<file path="config.mk">
export PLATFORM = sky130hd
export DESIGN_NAME = trace_unit_top
export DESIGN_NICKNAME = d
export VERILOG_FILES = /design/src/trace_pkg.sv /design/src/trace_capture.sv /design/src/trace_decode.sv /design/src/trace_pack.sv /design/src/trace_unit_top.sv
export SDC_FILE = /design/constraint.sdc
export NUM_CORES = 1
export LEC_CHECK = 0
export ABC_CLOCK_PERIOD_IN_PS = 12000
export BUFFER_PORTS_ARGS = -buffer_cell sky130_fd_sc_hd__buf_2
export CELL_PAD_IN_SITES_DETAIL_PLACEMENT = 2
export CELL_PAD_IN_SITES_GLOBAL_PLACEMENT = 2
export CORE_AREA = 5 5 315 317
export DETAILED_ROUTE_END_ITERATION = 12
export DIE_AREA = 0 0 320 322
export GPL_ROUTABILITY_DRIVEN = 0
export PLACE_DENSITY_LB_ADDON = 0.1
export SYNTH_ARGS = -nofsm -noshare
export SYNTH_HDL_FRONTEND = slang
export SYNTH_SLANG_ARGS = --single-unit
</file>
<file path="constraint.sdc">
create_clock -name clk -period 12 [get_ports clk]
set_input_delay 0.6 -clock clk [delete_from_list [all_inputs] [get_ports clk]]
set_output_delay 0.6 -clock clk [all_outputs]
set_load 0.02 [all_outputs]
</file>
<file path="src/trace_pkg.sv">
// instruction trace unit definitions
package trace_pkg;

  ////////////////////////////////////////
  // widths that carry a meaning
  ////////////////////////////////////////
  typedef logic [31:0] word_t;
  typedef logic [4:0]  reg_id_t;
  typedef logic [31:0] cycle_t;
  typedef logic [6:0]  opcode_t;

  // RV32I major opcodes
  localparam opcode_t OPC_LUI    = 7'b0110111;
  localparam opcode_t OPC_AUIPC  = 7'b0010111;
  localparam opcode_t OPC_JAL    = 7'b1101111;
  localparam opcode_t OPC_JALR   = 7'b1100111;
  localparam opcode_t OPC_BRANCH = 7'b1100011;
  localparam opcode_t OPC_LOAD   = 7'b0000011;
  localparam opcode_t OPC_STORE  = 7'b0100011;
  localparam opcode_t OPC_OPIMM  = 7'b0010011;
  localparam opcode_t OPC_OP     = 7'b0110011;
  localparam opcode_t OPC_FENCE  = 7'b0001111;
  localparam opcode_t OPC_SYSTEM = 7'b1110011;

  // addi x0, x0, 0
  localparam word_t NOP_WORD = 32'h0000_0013;

  // most register entries in one record
  localparam int unsigned MAX_REGS = 3;

  ////////////////////////////////////////
  // operand format and mnemonic
  ////////////////////////////////////////
  typedef enum logic [3:0] {
    FMT_NONE, FMT_U, FMT_UJ, FMT_I, FMT_SB,
    FMT_R, FMT_CSR_REG, FMT_CSR_IMM, FMT_LOAD, FMT_STORE
  } fmt_t;

  typedef enum logic [5:0] {
    MN_NOP,
    MN_LUI, MN_AUIPC, MN_JAL, MN_JALR,
    MN_BEQ, MN_BNE, MN_BLT, MN_BGE, MN_BLTU, MN_BGEU,
    MN_ADDI, MN_SLTI, MN_SLTIU, MN_XORI, MN_ORI, MN_ANDI,
    MN_SLLI, MN_SRLI, MN_SRAI,
    MN_ADD, MN_SUB, MN_SLL, MN_SLT, MN_SLTU,
    MN_XOR, MN_SRL, MN_SRA, MN_OR, MN_AND,
    MN_FENCE, MN_FENCEI,
    MN_CSRRW, MN_CSRRS, MN_CSRRC, MN_CSRRWI, MN_CSRRSI, MN_CSRRCI,
    MN_ECALL, MN_EBREAK, MN_ERET, MN_WFI,
    MN_LB, MN_LH, MN_LW, MN_LBU, MN_LHU,
    MN_SB, MN_SH, MN_SW,
    MN_INVALID
  } mnem_t;

  ////////////////////////////////////////
  // stage payloads
  ////////////////////////////////////////
  typedef struct packed {
    reg_id_t id;
    word_t   value;
  } reg_entry_t;

  typedef struct packed {
    cycle_t stamp;
    word_t  pc;
    word_t  instr;
    word_t  rs1_value;
    word_t  rs2_value;
    word_t  rs3_value;
  } snap_t;

  typedef struct packed {
    snap_t snap;
    mnem_t mnem;
    fmt_t  fmt;
    word_t imm;
  } dec_t;

  // unused register entries are all zero
  typedef struct packed {
    cycle_t     stamp;
    word_t      pc;
    word_t      instr;
    mnem_t      mnem;
    fmt_t       fmt;
    word_t      imm;
    word_t      target;
    logic [1:0] nregs;
    reg_entry_t regs0;
    reg_entry_t regs1;
    reg_entry_t regs2;
  } trace_rec_t;

endpackage

</file>
<file path="src/trace_capture.sv">
// trace capture stage
`timescale 1ns/1ps

module trace_capture import trace_pkg::*; (
  input  logic  clk,
  input  logic  rst_n,
  input  word_t pc,
  input  word_t instr,
  input  logic  id_valid,
  input  logic  is_decoding,
  input  logic  pipe_flush,
  input  word_t rs1_value,
  input  word_t rs2_value,
  input  word_t rs3_value,
  output snap_t snap,
  output logic  snap_valid
);

  cycle_t cycle_q;
  logic   capture;

  // accepted in decode, or a flush of the pipeline
  assign capture = (id_valid && is_decoding) || pipe_flush;

  ////////////////////////////////////////
  // free-running cycle counter
  ////////////////////////////////////////
  // zero in the first cycle out of reset
  always_ff @(posedge clk or negedge rst_n) begin
    if (!rst_n) begin
      cycle_q <= '0;
    end else begin
      cycle_q <= cycle_q + 32'd1;
    end
  end

  ////////////////////////////////////////
  // snapshot register
  ////////////////////////////////////////
  always_ff @(posedge clk or negedge rst_n) begin
    if (!rst_n) begin
      snap_valid <= 1'b0;
    end else begin
      snap_valid <= capture;
    end
  end

  // stamp is the count before this edge's increment
  always_ff @(posedge clk) begin
    if (capture) begin
      snap.stamp     <= cycle_q;
      snap.pc        <= pc;
      snap.instr     <= instr;
      snap.rs1_value <= rs1_value;
      snap.rs2_value <= rs2_value;
      snap.rs3_value <= rs3_value;
    end
  end

endmodule

</file>
<file path="src/trace_decode.sv">
// trace decode stage
`timescale 1ns/1ps

module trace_decode import trace_pkg::*; (
  input  logic  clk,
  input  logic  rst_n,
  input  snap_t snap,
  input  logic  snap_valid,
  output dec_t  dec,
  output logic  dec_valid
);

  word_t      instr;
  opcode_t    opcode;
  logic [2:0] funct3;
  logic [6:0] funct7;
  mnem_t      mnem_d;
  fmt_t       fmt_d;
  word_t      imm_d;

  assign instr  = snap.instr;
  assign opcode = instr[6:0];
  assign funct3 = instr[14:12];
  assign funct7 = instr[31:25];

  ////////////////////////////////////////
  // mnemonic and operand format
  ////////////////////////////////////////
  always_comb begin
    mnem_d = MN_INVALID;
    fmt_d  = FMT_NONE;
    if (instr == NOP_WORD) begin
      mnem_d = MN_NOP;
    end else begin
      case (opcode)
        OPC_LUI: begin
          mnem_d = MN_LUI;
          fmt_d  = FMT_U;
        end
        OPC_AUIPC: begin
          mnem_d = MN_AUIPC;
          fmt_d  = FMT_U;
        end
        OPC_JAL: begin
          mnem_d = MN_JAL;
          fmt_d  = FMT_UJ;
        end
        OPC_JALR: begin
          if (funct3 == 3'b000) begin
            mnem_d = MN_JALR;
            fmt_d  = FMT_I;
          end
        end
        OPC_BRANCH: begin
          fmt_d = FMT_SB;
          case (funct3)
            3'b000:  mnem_d = MN_BEQ;
            3'b001:  mnem_d = MN_BNE;
            3'b100:  mnem_d = MN_BLT;
            3'b101:  mnem_d = MN_BGE;
            3'b110:  mnem_d = MN_BLTU;
            3'b111:  mnem_d = MN_BGEU;
            default: mnem_d = MN_INVALID;
          endcase
        end
        OPC_OPIMM: begin
          fmt_d = FMT_I;
          case (funct3)
            3'b000: mnem_d = MN_ADDI;
            3'b010: mnem_d = MN_SLTI;
            3'b011: mnem_d = MN_SLTIU;
            3'b100: mnem_d = MN_XORI;
            3'b110: mnem_d = MN_ORI;
            3'b111: mnem_d = MN_ANDI;
            3'b001: mnem_d = (funct7 == 7'h00) ? MN_SLLI : MN_INVALID;
            default: begin
              // shift right, funct7 picks logical or arithmetic
              if (funct7 == 7'h00)      mnem_d = MN_SRLI;
              else if (funct7 == 7'h20) mnem_d = MN_SRAI;
            end
          endcase
        end
        OPC_OP: begin
          fmt_d = FMT_R;
          case ({funct7, funct3})
            10'b0000000_000: mnem_d = MN_ADD;
            10'b0100000_000: mnem_d = MN_SUB;
            10'b0000000_001: mnem_d = MN_SLL;
            10'b0000000_010: mnem_d = MN_SLT;
            10'b0000000_011: mnem_d = MN_SLTU;
            10'b0000000_100: mnem_d = MN_XOR;
            10'b0000000_101: mnem_d = MN_SRL;
            10'b0100000_101: mnem_d = MN_SRA;
            10'b0000000_110: mnem_d = MN_OR;
            10'b0000000_111: mnem_d = MN_AND;
            default:         mnem_d = MN_INVALID;
          endcase
        end
        OPC_FENCE: begin
          if (funct3 == 3'b000)      mnem_d = MN_FENCE;
          else if (funct3 == 3'b001) mnem_d = MN_FENCEI;
        end
        OPC_SYSTEM: begin
          fmt_d = instr[14] ? FMT_CSR_IMM : FMT_CSR_REG;
          case (funct3)
            3'b001: mnem_d = MN_CSRRW;
            3'b010: mnem_d = MN_CSRRS;
            3'b011: mnem_d = MN_CSRRC;
            3'b101: mnem_d = MN_CSRRWI;
            3'b110: mnem_d = MN_CSRRSI;
            3'b111: mnem_d = MN_CSRRCI;
            default: begin
              // privileged words only match exactly
              fmt_d = FMT_NONE;
              case (instr)
                32'h0000_0073: mnem_d = MN_ECALL;
                32'h0010_0073: mnem_d = MN_EBREAK;
                32'h1000_0073: mnem_d = MN_ERET;
                32'h1020_0073: mnem_d = MN_WFI;
                default:       mnem_d = MN_INVALID;
              endcase
            end
          endcase
        end
        OPC_LOAD: begin
          fmt_d = FMT_LOAD;
          case (funct3)
            3'b000:  mnem_d = MN_LB;
            3'b001:  mnem_d = MN_LH;
            3'b010:  mnem_d = MN_LW;
            3'b100:  mnem_d = MN_LBU;
            3'b101:  mnem_d = MN_LHU;
            default: mnem_d = MN_INVALID;
          endcase
        end
        OPC_STORE: begin
          fmt_d = FMT_STORE;
          case (funct3)
            3'b000:  mnem_d = MN_SB;
            3'b001:  mnem_d = MN_SH;
            3'b010:  mnem_d = MN_SW;
            default: mnem_d = MN_INVALID;
          endcase
        end
        default: mnem_d = MN_INVALID;
      endcase
    end
    // invalid words carry no operands
    if (mnem_d == MN_INVALID) fmt_d = FMT_NONE;
  end

  ////////////////////////////////////////
  // immediate by format
  ////////////////////////////////////////
  always_comb begin
    case (fmt_d)
      FMT_U:       imm_d = {instr[31:12], 12'h000};
      FMT_UJ:      imm_d = {{12{instr[31]}}, instr[19:12], instr[20], instr[30:21], 1'b0};
      FMT_I,
      FMT_LOAD:    imm_d = {{20{instr[31]}}, instr[31:20]};
      FMT_SB:      imm_d = {{20{instr[31]}}, instr[7], instr[30:25], instr[11:8], 1'b0};
      FMT_STORE:   imm_d = {{20{instr[31]}}, instr[31:25], instr[11:7]};
      // csr address for the register form
      FMT_CSR_REG: imm_d = {20'h00000, instr[31:20]};
      FMT_CSR_IMM: imm_d = {27'h0, instr[19:15]};
      default:     imm_d = '0;
    endcase
  end

  always_ff @(posedge clk or negedge rst_n) begin
    if (!rst_n) begin
      dec_valid <= 1'b0;
    end else begin
      dec_valid <= snap_valid;
    end
  end

  always_ff @(posedge clk) begin
    if (snap_valid) begin
      dec.snap <= snap;
      dec.mnem <= mnem_d;
      dec.fmt  <= fmt_d;
      dec.imm  <= imm_d;
    end
  end

endmodule

</file>
<file path="src/trace_pack.sv">
// trace record packing stage
`timescale 1ns/1ps

module trace_pack import trace_pkg::*; (
  input  logic       clk,
  input  logic       rst_n,
  input  dec_t       dec,
  input  logic       dec_valid,
  output trace_rec_t trace,
  output logic       trace_valid
);

  reg_entry_t rs1_entry;
  reg_entry_t rs2_entry;
  trace_rec_t rec_d;

  // source indices straight from the instruction word
  assign rs1_entry.id    = dec.snap.instr[19:15];
  assign rs1_entry.value = dec.snap.rs1_value;
  assign rs2_entry.id    = dec.snap.instr[24:20];
  assign rs2_entry.value = dec.snap.rs2_value;

  ////////////////////////////////////////
  // record assembly
  ////////////////////////////////////////
  always_comb begin
    rec_d.stamp  = dec.snap.stamp;
    rec_d.pc     = dec.snap.pc;
    rec_d.instr  = dec.snap.instr;
    rec_d.mnem   = dec.mnem;
    rec_d.fmt    = dec.fmt;
    rec_d.imm    = dec.imm;
    rec_d.nregs  = 2'd0;
    rec_d.regs0  = '0;
    rec_d.regs1  = '0;
    // third slot is for reg-reg stores, never filled by RV32I
    rec_d.regs2  = '0;

    // register list in the order the tracer prints it
    case (dec.fmt)
      FMT_R,
      FMT_SB: begin
        rec_d.nregs = 2'd2;
        rec_d.regs0 = rs1_entry;
        rec_d.regs1 = rs2_entry;
      end
      FMT_I,
      FMT_CSR_REG,
      FMT_LOAD: begin
        rec_d.nregs = 2'd1;
        rec_d.regs0 = rs1_entry;
      end
      FMT_STORE: begin
        // data register first, then the base
        rec_d.nregs = 2'd2;
        rec_d.regs0 = rs2_entry;
        rec_d.regs1 = rs1_entry;
      end
      default: rec_d.nregs = 2'd0;
    endcase

    // branch and jump destinations
    if (dec.fmt == FMT_SB || dec.fmt == FMT_UJ) begin
      rec_d.target = dec.snap.pc + dec.imm;
    end else begin
      rec_d.target = '0;
    end
  end

  always_ff @(posedge clk or negedge rst_n) begin
    if (!rst_n) begin
      trace_valid <= 1'b0;
    end else begin
      trace_valid <= dec_valid;
    end
  end

  always_ff @(posedge clk) begin
    if (dec_valid) trace <= rec_d;
  end

endmodule

</file>
<file path="src/trace_unit_top.sv">
// instruction trace unit top level
`timescale 1ns/1ps

module trace_unit_top import trace_pkg::*; (
  input  logic       clk,
  input  logic       rst_n,
  input  word_t      pc,
  input  word_t      instr,
  input  logic       id_valid,
  input  logic       is_decoding,
  input  logic       pipe_flush,
  input  word_t      rs1_value,
  input  word_t      rs2_value,
  input  word_t      rs3_value,
  output trace_rec_t trace,
  output logic       trace_valid
);

  snap_t snap;
  logic  snap_valid;
  dec_t  dec;
  logic  dec_valid;

  ////////////////////////////////////////
  // capture -> decode -> pack
  ////////////////////////////////////////
  trace_capture u_capture (
    .clk         (clk),
    .rst_n       (rst_n),
    .pc          (pc),
    .instr       (instr),
    .id_valid    (id_valid),
    .is_decoding (is_decoding),
    .pipe_flush  (pipe_flush),
    .rs1_value   (rs1_value),
    .rs2_value   (rs2_value),
    .rs3_value   (rs3_value),
    .snap        (snap),
    .snap_valid  (snap_valid)
  );

  trace_decode u_decode (
    .clk        (clk),
    .rst_n      (rst_n),
    .snap       (snap),
    .snap_valid (snap_valid),
    .dec        (dec),
    .dec_valid  (dec_valid)
  );

  trace_pack u_pack (
    .clk         (clk),
    .rst_n       (rst_n),
    .dec         (dec),
    .dec_valid   (dec_valid),
    .trace       (trace),
    .trace_valid (trace_valid)
  );

endmodule
</file>
**Yosys cells after proc, flatten, opt, wreduce, memory -nomap -nowiden**

Index checks and enable logic that the tools add are counted.

- Word-level logic and storage cells: 118
- Flip-flop bits (word level): 643
- Output and inout port bits: 284

- Reduce and logical (&&, ||, !) cells: 13
- Add/subtract/negate cells: 2
- Mux-type cells: 25
- Equality and inequality tests: 49

Operators with widths:

| operator | count |
|---|---|
| $pmux W32 S7 | 1 |
| $pmux W37 S2 | 2 |
| $pmux W6 S6 | 2 |
| $pmux W6 S11 | 1 |
| $eq A32 B29 Y1 const B | 2 |
| $pmux W6 S10 | 1 |
| $mux W6 | 7 |
| $pmux W6 S7 | 1 |
| $eq A10 B3 Y1 const B | 4 |
| $pmux W4 S9 | 1 |
| $add A32 B1 Y32 const B | 1 |
| $add A32 B32 Y32 | 1 |
| $eq A32 B21 Y1 const B | 1 |
| $eq A32 B5 Y1 const B | 1 |
| $eq A32 B7 Y1 const B | 1 |
| $eq A7 B6 Y1 const B | 4 |
| $eq A7 B7 Y1 const B | 4 |
| $pmux W5 S5 | 1 |
| $eq A4 B3 Y1 const B | 6 |
| $eq A10 B2 Y1 const B | 2 |
| $eq A10 B9 Y1 const B | 2 |
| $pmux W5 S4 | 1 |
| $eq A4 B2 Y1 const B | 4 |
| $eq A4 B4 Y1 const B | 4 |
| other kinds (23) | 34 |

**Longest topological paths before layout**

Gate-level depths: netlist (run 1).

- Word-level depth: 11
- Depth in mapped cells: 12

**Modules after synthesis**

A second synthesis (run 1) with hierarchy kept.

- Cells, all modules: 1550
- Area total of the unflattened synthesis: 26650.6 µm²

By module, submodules not included:

| module | instances | sequential area each (µm²) | area each (µm²) | cells each |
|---|---|---|---|---|
| trace_pack | 1 | 7412.1 | 10577.6 | 696 |
| trace_decode | 1 | 7051.8 | 8795.9 | 533 |
| trace_capture | 1 | 6591.3 | 7277.0 | 321 |

**Worst setup path before layout (run 1)**

No wires, ideal clock.

- Path kind: flip-flop to flip-flop
- Start: reg u_decode.dec_valid
- End: reg u_pack.trace_valid
- Library setup time: 0.670 ns
- Required time: 11.330 ns
- Slack: 6.039 ns
- Stages on the path, launching flop included: 1
- Arrival time: 5.292 ns
- Cell sequence: dfrtp_1

RTL lines:

| what | RTL line | RTL |
|---|---|---|
| from (decl) | trace_decode.sv:10 | `output logic dec_valid` |
| from (signal assigned) | trace_decode.sv:174 | `dec_valid <= snap_valid;` |
| to (signal assigned) | trace_pack.sv:74 | `trace_valid <= dec_valid;` |
| to (decl) | trace_pack.sv:10 | `output logic trace_valid` |

No word-level cell between the ends.

**Final worst setup path (run 1)**

- Start: reg, netlist name u_capture.snap[98]
- End: reg, netlist name u_decode.dec[9]

- Word-level cells in the longest chain between the ends: 10
- Elaborated cells between the ends (all ways): 35

RTL lines:

| what | RTL line | RTL |
|---|---|---|
| $eq A32 B29 Y1 (tied with other cells) | trace_decode.sv:115 | `case (instr)` |
| $pmux W5 S4 | trace_decode.sv:115 |  |
| $pmux W6 S6 | trace_decode.sv:105 | `case (funct3)` |
| $pmux W6 S11 | trace_decode.sv:35 | `case (opcode)` |
| $mux W6 * | trace_decode.sv:32 | `if (instr == NOP_WORD) begin` |
| net u_decode.mnem_d[4] | trace_decode.sv:17 | `mnem_t mnem_d;` |
| $eq A6 B6 Y1 * | trace_decode.sv:149 | `if (mnem_d == MN_INVALID) fmt_d = FMT_NONE;` |
| $mux W4 * | trace_decode.sv:149 |  |
| $eq A4 B2 Y1 or $eq A4 B4 Y1 (tied branches) | trace_decode.sv:156 | `case (fmt_d)` |
| $reduce_or A2 Y1 | trace_decode.sv:156 |  |
| $pmux W32 S7 * | trace_decode.sv:156 |  |
| net u_decode.imm_d[9] | trace_decode.sv:19 | `word_t imm_d;` |

Mark *: on every way through the listed nets, which the timed path passes. The rest lies on a longest branch.
A chain may end at the register's enable or synchronous reset.

==> flow_summary.yaml, run 1 <==
run_status:
  status: "completed"
pwr:
  p_int_mw: 4.213
  p_sw_mw: 1.358
  swShare_pct: 24.37
  p_comb_share_pct: 9.1
  pwr-share-seq_pct: 50.1
  irDropWorstVdd_mv: 0.07714
  pwr-share-clk_pct: 40.8
  p_per_area_nw_per_um2: 187.6
  power_leakage_nw: 11.83
worst_setup_path:
  cp_max_fo: 12
  reg2reg_from: "u_capture.snap[98]"
  cp-start-kind: "register"
  rr_endpoint: "u_decode.dec[9]"
  r2r_slack_ps: 7980
  cp-end-kind: "register"
  worst-r2r-cell-count: 8
  crit_required_ps: 12290
  crit_arrival_ps: 4320
  path_class: "register to register"
clock_tree:
  cts.sink_count: 643
  clockRootBuffer: "clkbuf_16"
  insertion_delay_ps: 610
  clk_pin_slew_worst_paths_ps: 60
  cts_made_buffers: 76
  post_cts_buffers: 0
  cts_tree: "yes"
  ctsHtreeMaxLevel: 3
  cts_buffer_depth: 3
timing:
  min_period_over_period_pct: 33.52
  final.setup_skew_ps: 22.96
  rsz0062_at_grt: "no"
  fmax_mhz: 248.6
  relSlewSlack_pct: 26.42
  min_period_ps: 4022
  worst-slew-pin-transition_ps: 1092
  finalSetupTns_ps: 0
  hold_viol: 0
  maxSlewViolCount: 0
  setup_viol_count_final: 0
drt:
  via_per_inst: 4.271
  wl_per_cell_um: 22.54
  dr.pass1.iters: 4
  vias: 13340
  met1_length_um: 28380
  drt_iter0_drc: 651
  drcViolationCount: 0
  wl_met3_um: 3120
  postRouteAntennaNets: 0
  route.met2.wl_um: 37310
  routed_wl_um: 70380
  top_layer: "met5"
floorplan:
  core_area_um2: 95990
  die_height_um: 322
  die_w_um: 320
  rows: 114
  die_area_um2: 103000
  initial_utilization_pct: 24.86
  ios: 449
layout:
  syn_to_final_growth_pct: 24.44
  n_fill_cell: 9917
  multi_input_area_um2: 4393
  seq_area_um2: 19140
  nNetsFinal: 1982
  drive_gt1_share_pct: 28.46
  fin_cells: 3123
hold_path:
  min_to: "u_capture.snap[75]"
  hold_start: "rs1_value[11]"
  holdPathStages: 1
  hp-class: "primary input to register"
yosys:
  ys_ff_latch: 643
  synth_cell_types: 73
  netlist_area_um2: 23860
  synth-edff-count: 608
  synth_top_cells_by_area: "edfxtp_1 (77%), dfrtp_1 (3.7%), a22o_1 (2.9%)"
  synth_top_area_share_pct: 76.51
  synth_commonest_cells: "edfxtp_1 (608), a22o_1 (78), nor2_1 (65), nand2_1 (60), a21oi_1 (49)"
  yosysSeqAreaShare_pct: 80.18
  synth.avg_cell_area_um2: 17.70
  yosysWarnings: 0
  yosysMostFrequentCell: "edfxtp_1"
  yosys_most_used_dff: "edfxtp_1"
  yosysTopAreaCell: "edfxtp_1"
  synthArstFlopShare_pct: 5.443
  synthCells: 1348
placement:
  post-dp-hpwl_um: 49960
  dp_cells: 2981
  port_buffers: 379
global_route:
  antenna_found_initial: 14
  grt_overflow: 0
  first_global_vias: 14880
  grt_max_degree: 76
  grt_pass1_wl_um: 101500
  grt_usage_pct: 13.24
run:
  max_cap_violations: 0
layout by cell type, fill, tap and decap left out, drive strengths merged, types with 6 or more instances in the layout:
cell / instances
bufinv: 7
a21boi: 6
a21oi: 49
nand3: 24
inv: 21
or2: 8
a22o: 78
nor4: 6
and3: 13
o21ai: 32
a31oi: 9
buf: 397
nor2b: 21
nand4: 6
nand2: 60
xnor2: 34
clkinv: 32
and2: 6
o31ai: 7
edfxtp: 608
o21bai: 7
xor2: 24
clkbuf: 95
nand2b: 8
ha: 32
dfrtp: 35
a21o: 39
nor3: 13
conb: 37
nor2: 65
worst max-delay path: stages (launching register included):
cell and delay, ps:
edfxtp_1 600, or2_1 320, nor2_1 310, nand3_1 380
a2111oi_0 760, a211o_1 250, o211ai_2 260, a21boi_1 590
nor2b_1 220
worst max-delay path by stage:
| stage | cells past startpoint | start | endpoint |
|---|---|---|---|
| 5_1_grt | 8 | u_capture.snap[98] | u_decode.dec[7] |
| 6_report | 8 | u_capture.snap[98] | u_decode.dec[9] |
| 3_3_place_gp | 8 | u_capture.snap[98] | u_decode.dec[7] |
| 3_5_place_dp | 8 | u_capture.snap[98] | u_decode.dec[9] |
| 4_1_cts | 8 | u_capture.snap[98] | u_decode.dec[9] |
| 2_1_floorplan | 0 | u_decode.dec_valid | u_pack.trace_valid |
registers in the layout, summed over array words and instances, names as in the netlist:
signal	flops
u_pack.trace	246
u_decode.dec	202
u_capture.snap	160
u_capture.cycle_q	32
u_capture.snap_valid	1
u_decode.dec_valid	1
u_pack.trace_valid	1
layer usage:
| metal | vias up | track usage [%] |
|---|---|---|
| li1 | 6064 | - |
| met1 | 6857 | 15.50 |
| met2 | 309 | 24.46 |
| met3 | 102 | 2.727 |
| met4 | 6 | 3.974 |
| met5 | - | 0 |
kinds of logic (layout without fill, tap and decap cells):
| kind of cell | count (synthesis) | count (layout) | synth area share [%] |
|---|---|---|---|
| simple gates | 248 | 248 | 5.395 |
| xor+xnor | 58 | 58 | 2.129 |
| mux | 1 | 1 | 0.04195 |
| buf+inv | 92 | 553 | 2.092 |
| compound gates | 272 | 272 | 8.384 |
| flops | 643 | 643 | 80.18 |
| fa+ha+maj | 33 | 33 | 1.762 |
| other cells | 1 | 39 | 0.01571 |
power by group through the flow:
| stage | logic [mW] | registers [mW] | clock network [mW] |
|---|---|---|---|
| 2_1_floorplan | 0.237 | 2.90 | 0 |
| 3_3_place_gp | 0.515 | 2.84 | 0 |
| 3_5_place_dp | 0.520 | 2.85 | 0 |
| 4_1_cts | 0.522 | 2.80 | 2.37 |
| 5_1_grt | 0.557 | 2.82 | 2.47 |
| 6_report | 0.507 | 2.79 | 2.27 |
through the flow:
stage	area, um^2	util, %	hold WS (ps)	worst slack, ps	power [mW]
after detailed placement	27220	28.36	405.1	7895	3.366
after global placement	27220	28.36	401.8	7912	3.350
after CTS	29690	30.93	97.06	7886	5.692
after floorplan	24000	-	304.4	6039	3.141
after global routing	29690	30.93	113.4	7640	5.840
final	29690	30.93	158.0	7978	5.571
cell type report:
class                      instances  share of cell area, %
antenna                            2                0.01685
clock buffer                      95                  6.889
clock inverter                    44                  1.386
inverter                          16                 0.2023
multi-input combinational        649                  14.79
sequential                       643                  64.46
tap                             1276                  5.376
timing repair buffer             398                  6.877
timing repair:
action / in CTS / in global routing
hold endpoints to repair: 7 / 0
gates resized for setup: 0 / 0
hold buffers: 1 / 0
Power figures use the tool's default switching activity.
==> inputs of run 2 (changes only) <==
- ABC_CLOCK_PERIOD_IN_PS: 12000 -> 3750
- clock period: 12 -> 3.75 ns (I/O delays scaled with it)
==> flow_summary.yaml, run 2 (synthesis gave the netlist of run 1 again) <==
worst_setup_path:
  critical_path.max_stage_delay_ps: 760
  path_buf_inv: 1
  crit_arrival_ps: 3910
  cp_max_fo: 12
  reg2reg_from: "u_capture.snap[98]"
  crit_family: "compound AO/OA/AOI/OAI gates"
  cp-end-kind: "register"
  path_class: "register to register"
  worst_path_max_delay_cell: "a2111oi_1"
  path_cells: "or2_1, nor2_1, buf_4, a22oi_1, a2111oi_1, nand3_1, nor2_1, o21ai_2, a21boi_2, a21o_1"
  cp-start-kind: "register"
  setup.worst_path.start: "u_capture.snap[98]"
  crit_required_ps: 4240
  cp_common_cell: "nor2_1"
clock_tree:
  clockRootBuffer: "clkbuf_16"
  clk_pin_slew_worst_paths_ps: 60
  cts.sink_count: 643
  ctsHtreeMaxLevel: 3
  post_cts_buffers: 0
  cts_tree: "yes"
  cts_made_buffers: 76
  insertion_delay_ps: 630
  cts_buffer_depth: 3
placement:
  port_buffers: 379
  postPlaceCellArea_um2: 27450
  post-dp-hpwl_um: 51210
floorplan:
  ios: 449
  die_w_um: 320
  core_area_um2: 95990
  die_height_um: 322
  initial_utilization_pct: 24.86
  die_area_um2: 103000
  rows: 114
global_route:
  grt_overflow: 0
  first_global_vias: 15510
  grt_pass1_wl_um: 105500
  grt_max_degree: 97
  grt_usage_pct: 13.74
  antenna_found_initial: 1
drt:
  via_per_inst: 4.239
  wl_per_cell_um: 22.16
  routed_wl_um: 72490
  dr.pass1.iters: 4
  postRouteAntennaNets: 0
  vias: 13870
  drcViolationCount: 0
  drt_iter0_drc: 679
run:
  max_cap_violations: 0
pwr:
  power.total_mw: 18.03
  power_leakage_nw: 12.47
  swShare_pct: 24.69
  pwr-share-clk_pct: 40.6
  p_sw_mw: 4.453
  irDropWorstVdd_mv: 0.2585
  p_comb_share_pct: 9.9
  p_per_area_nw_per_um2: 577.8
  pwr-share-seq_pct: 49.6
  p_int_mw: 13.58
timing:
  min_period_over_period_pct: 91.36
  finalSetupTns_ps: 0
  final.setup_skew_ps: 18.28
  relSlewSlack_pct: 22.42
  rsz0062_at_grt: "no"
  setup_viol_count_final: 0
  fmax_mhz: 291.9
  worst-slew-pin-transition_ps: 1152
  min_period_ps: 3426
  maxSlewViolCount: 0
  hold_viol: 0
layout:
  final_common_cell: "edfxtp_1"
  top_regs: "u_pack.trace x246, u_decode.dec x202, u_capture.snap x160"
  final_core_util_pct: 32.51
  largest_register_ffs: 246
  regMostFlops: "u_pack.trace"
  layout_common_cells: "edfxtp_1 (608), buf_2 (379), dlygate4sd3_1 (129)"
  design_area_um2: 31210
  drive_gt1_share_pct: 27.68
  syn_to_final_growth_pct: 30.77
  nNetsFinal: 2132
run_status:
  status: "completed"
hold_path:
  hp-class: "primary input to async pin"
run 2: cell count changes in the layout (fill, tap and decap cells not counted):
cell,before,now
clkinv_1,20,13
diode_2,2,1
buf_4,18,35
clkinv_8,1,2
clkbuf_1,14,15
clkbuf_8,3,0
clkbuf_16,78,77
inv_6,4,1
clkinv_2,11,12
dlygate4sd3_1,1,129
clkinvlp_4,0,8
bufinv_16,7,8
clkinv_4,0,1
buf_12,0,5
run 2: routing by layer:
layer,global-route usage [%],up-vias,routed length (um)
li1,-,6370,-
met1,16.24,7072,29310
met2,25.08,324,38040
met3,2.752,101,3268
met4,4.487,0,1869
met5,0,-,0
run 2: path summary, 6_finish.rpt:
path | end | slack (ps) | cells past startpoint
max | u_decode.dec[23] | 320 | 10
min | u_capture.cycle_q[31] | 220 | 2
max reg2reg | u_decode.dec[23] | 320 | 10
min reg2reg | u_pack.trace[271] | 410 | 0
max in group asynchronous | u_capture.snap_valid | 2860 | 2
min in group clk | u_capture.snap[82] | 270 | 2
run 2: cell type report:
cell class | count | area, um^2
Antenna cell | 1 | 2.502
Clock buffer | 92 | 1983
Clock inverter | 46 | 479.2
Fill cell | 9800 | 64790
Inverter | 16 | 60.06
Multi-Input combinational cell | 649 | 4393
Sequential cell | 643 | 19140
Tap cell | 1276 | 1597
Timing Repair Buffer | 548 | 3551
run 2: stage by stage:
step                      hold WS, ps  cells  setup slack [ps]
after floorplan                -108.1   1384             247.2
after global placement          354.3   3003             386.6
after detailed placement        362.5   3003             313.1
after CTS                       205.8   3270             289.7
after global routing            231.4   3270             61.15
final                           217.7   3271             324.1
run 2: timing repair:
action,CTS,global route
gates resized for setup,0,0
hold endpoints to repair,163,0
hold buffers,129,0
run 2: worst reg2reg max path: stages (launching register included):
cell and delay (ps):
edfxtp_1 570, or2_1 300, nor2_1 210, buf_4 180
a22oi_1 80, a2111oi_1 760, nand3_1 210, nor2_1 180
o21ai_2 110, a21boi_2 550, a21o_1 150
run 2: power by group through the flow:
stage | combinational, mW | sequential [mW] | clock, mW
detailed placement | 1.70 | 9.11 | 0
finish | 1.78 | 8.94 | 7.31
global placement | 1.69 | 9.08 | 0
CTS | 1.83 | 8.96 | 7.64
floorplan | 0.758 | 9.26 | 0
global route | 1.94 | 9.01 | 7.95
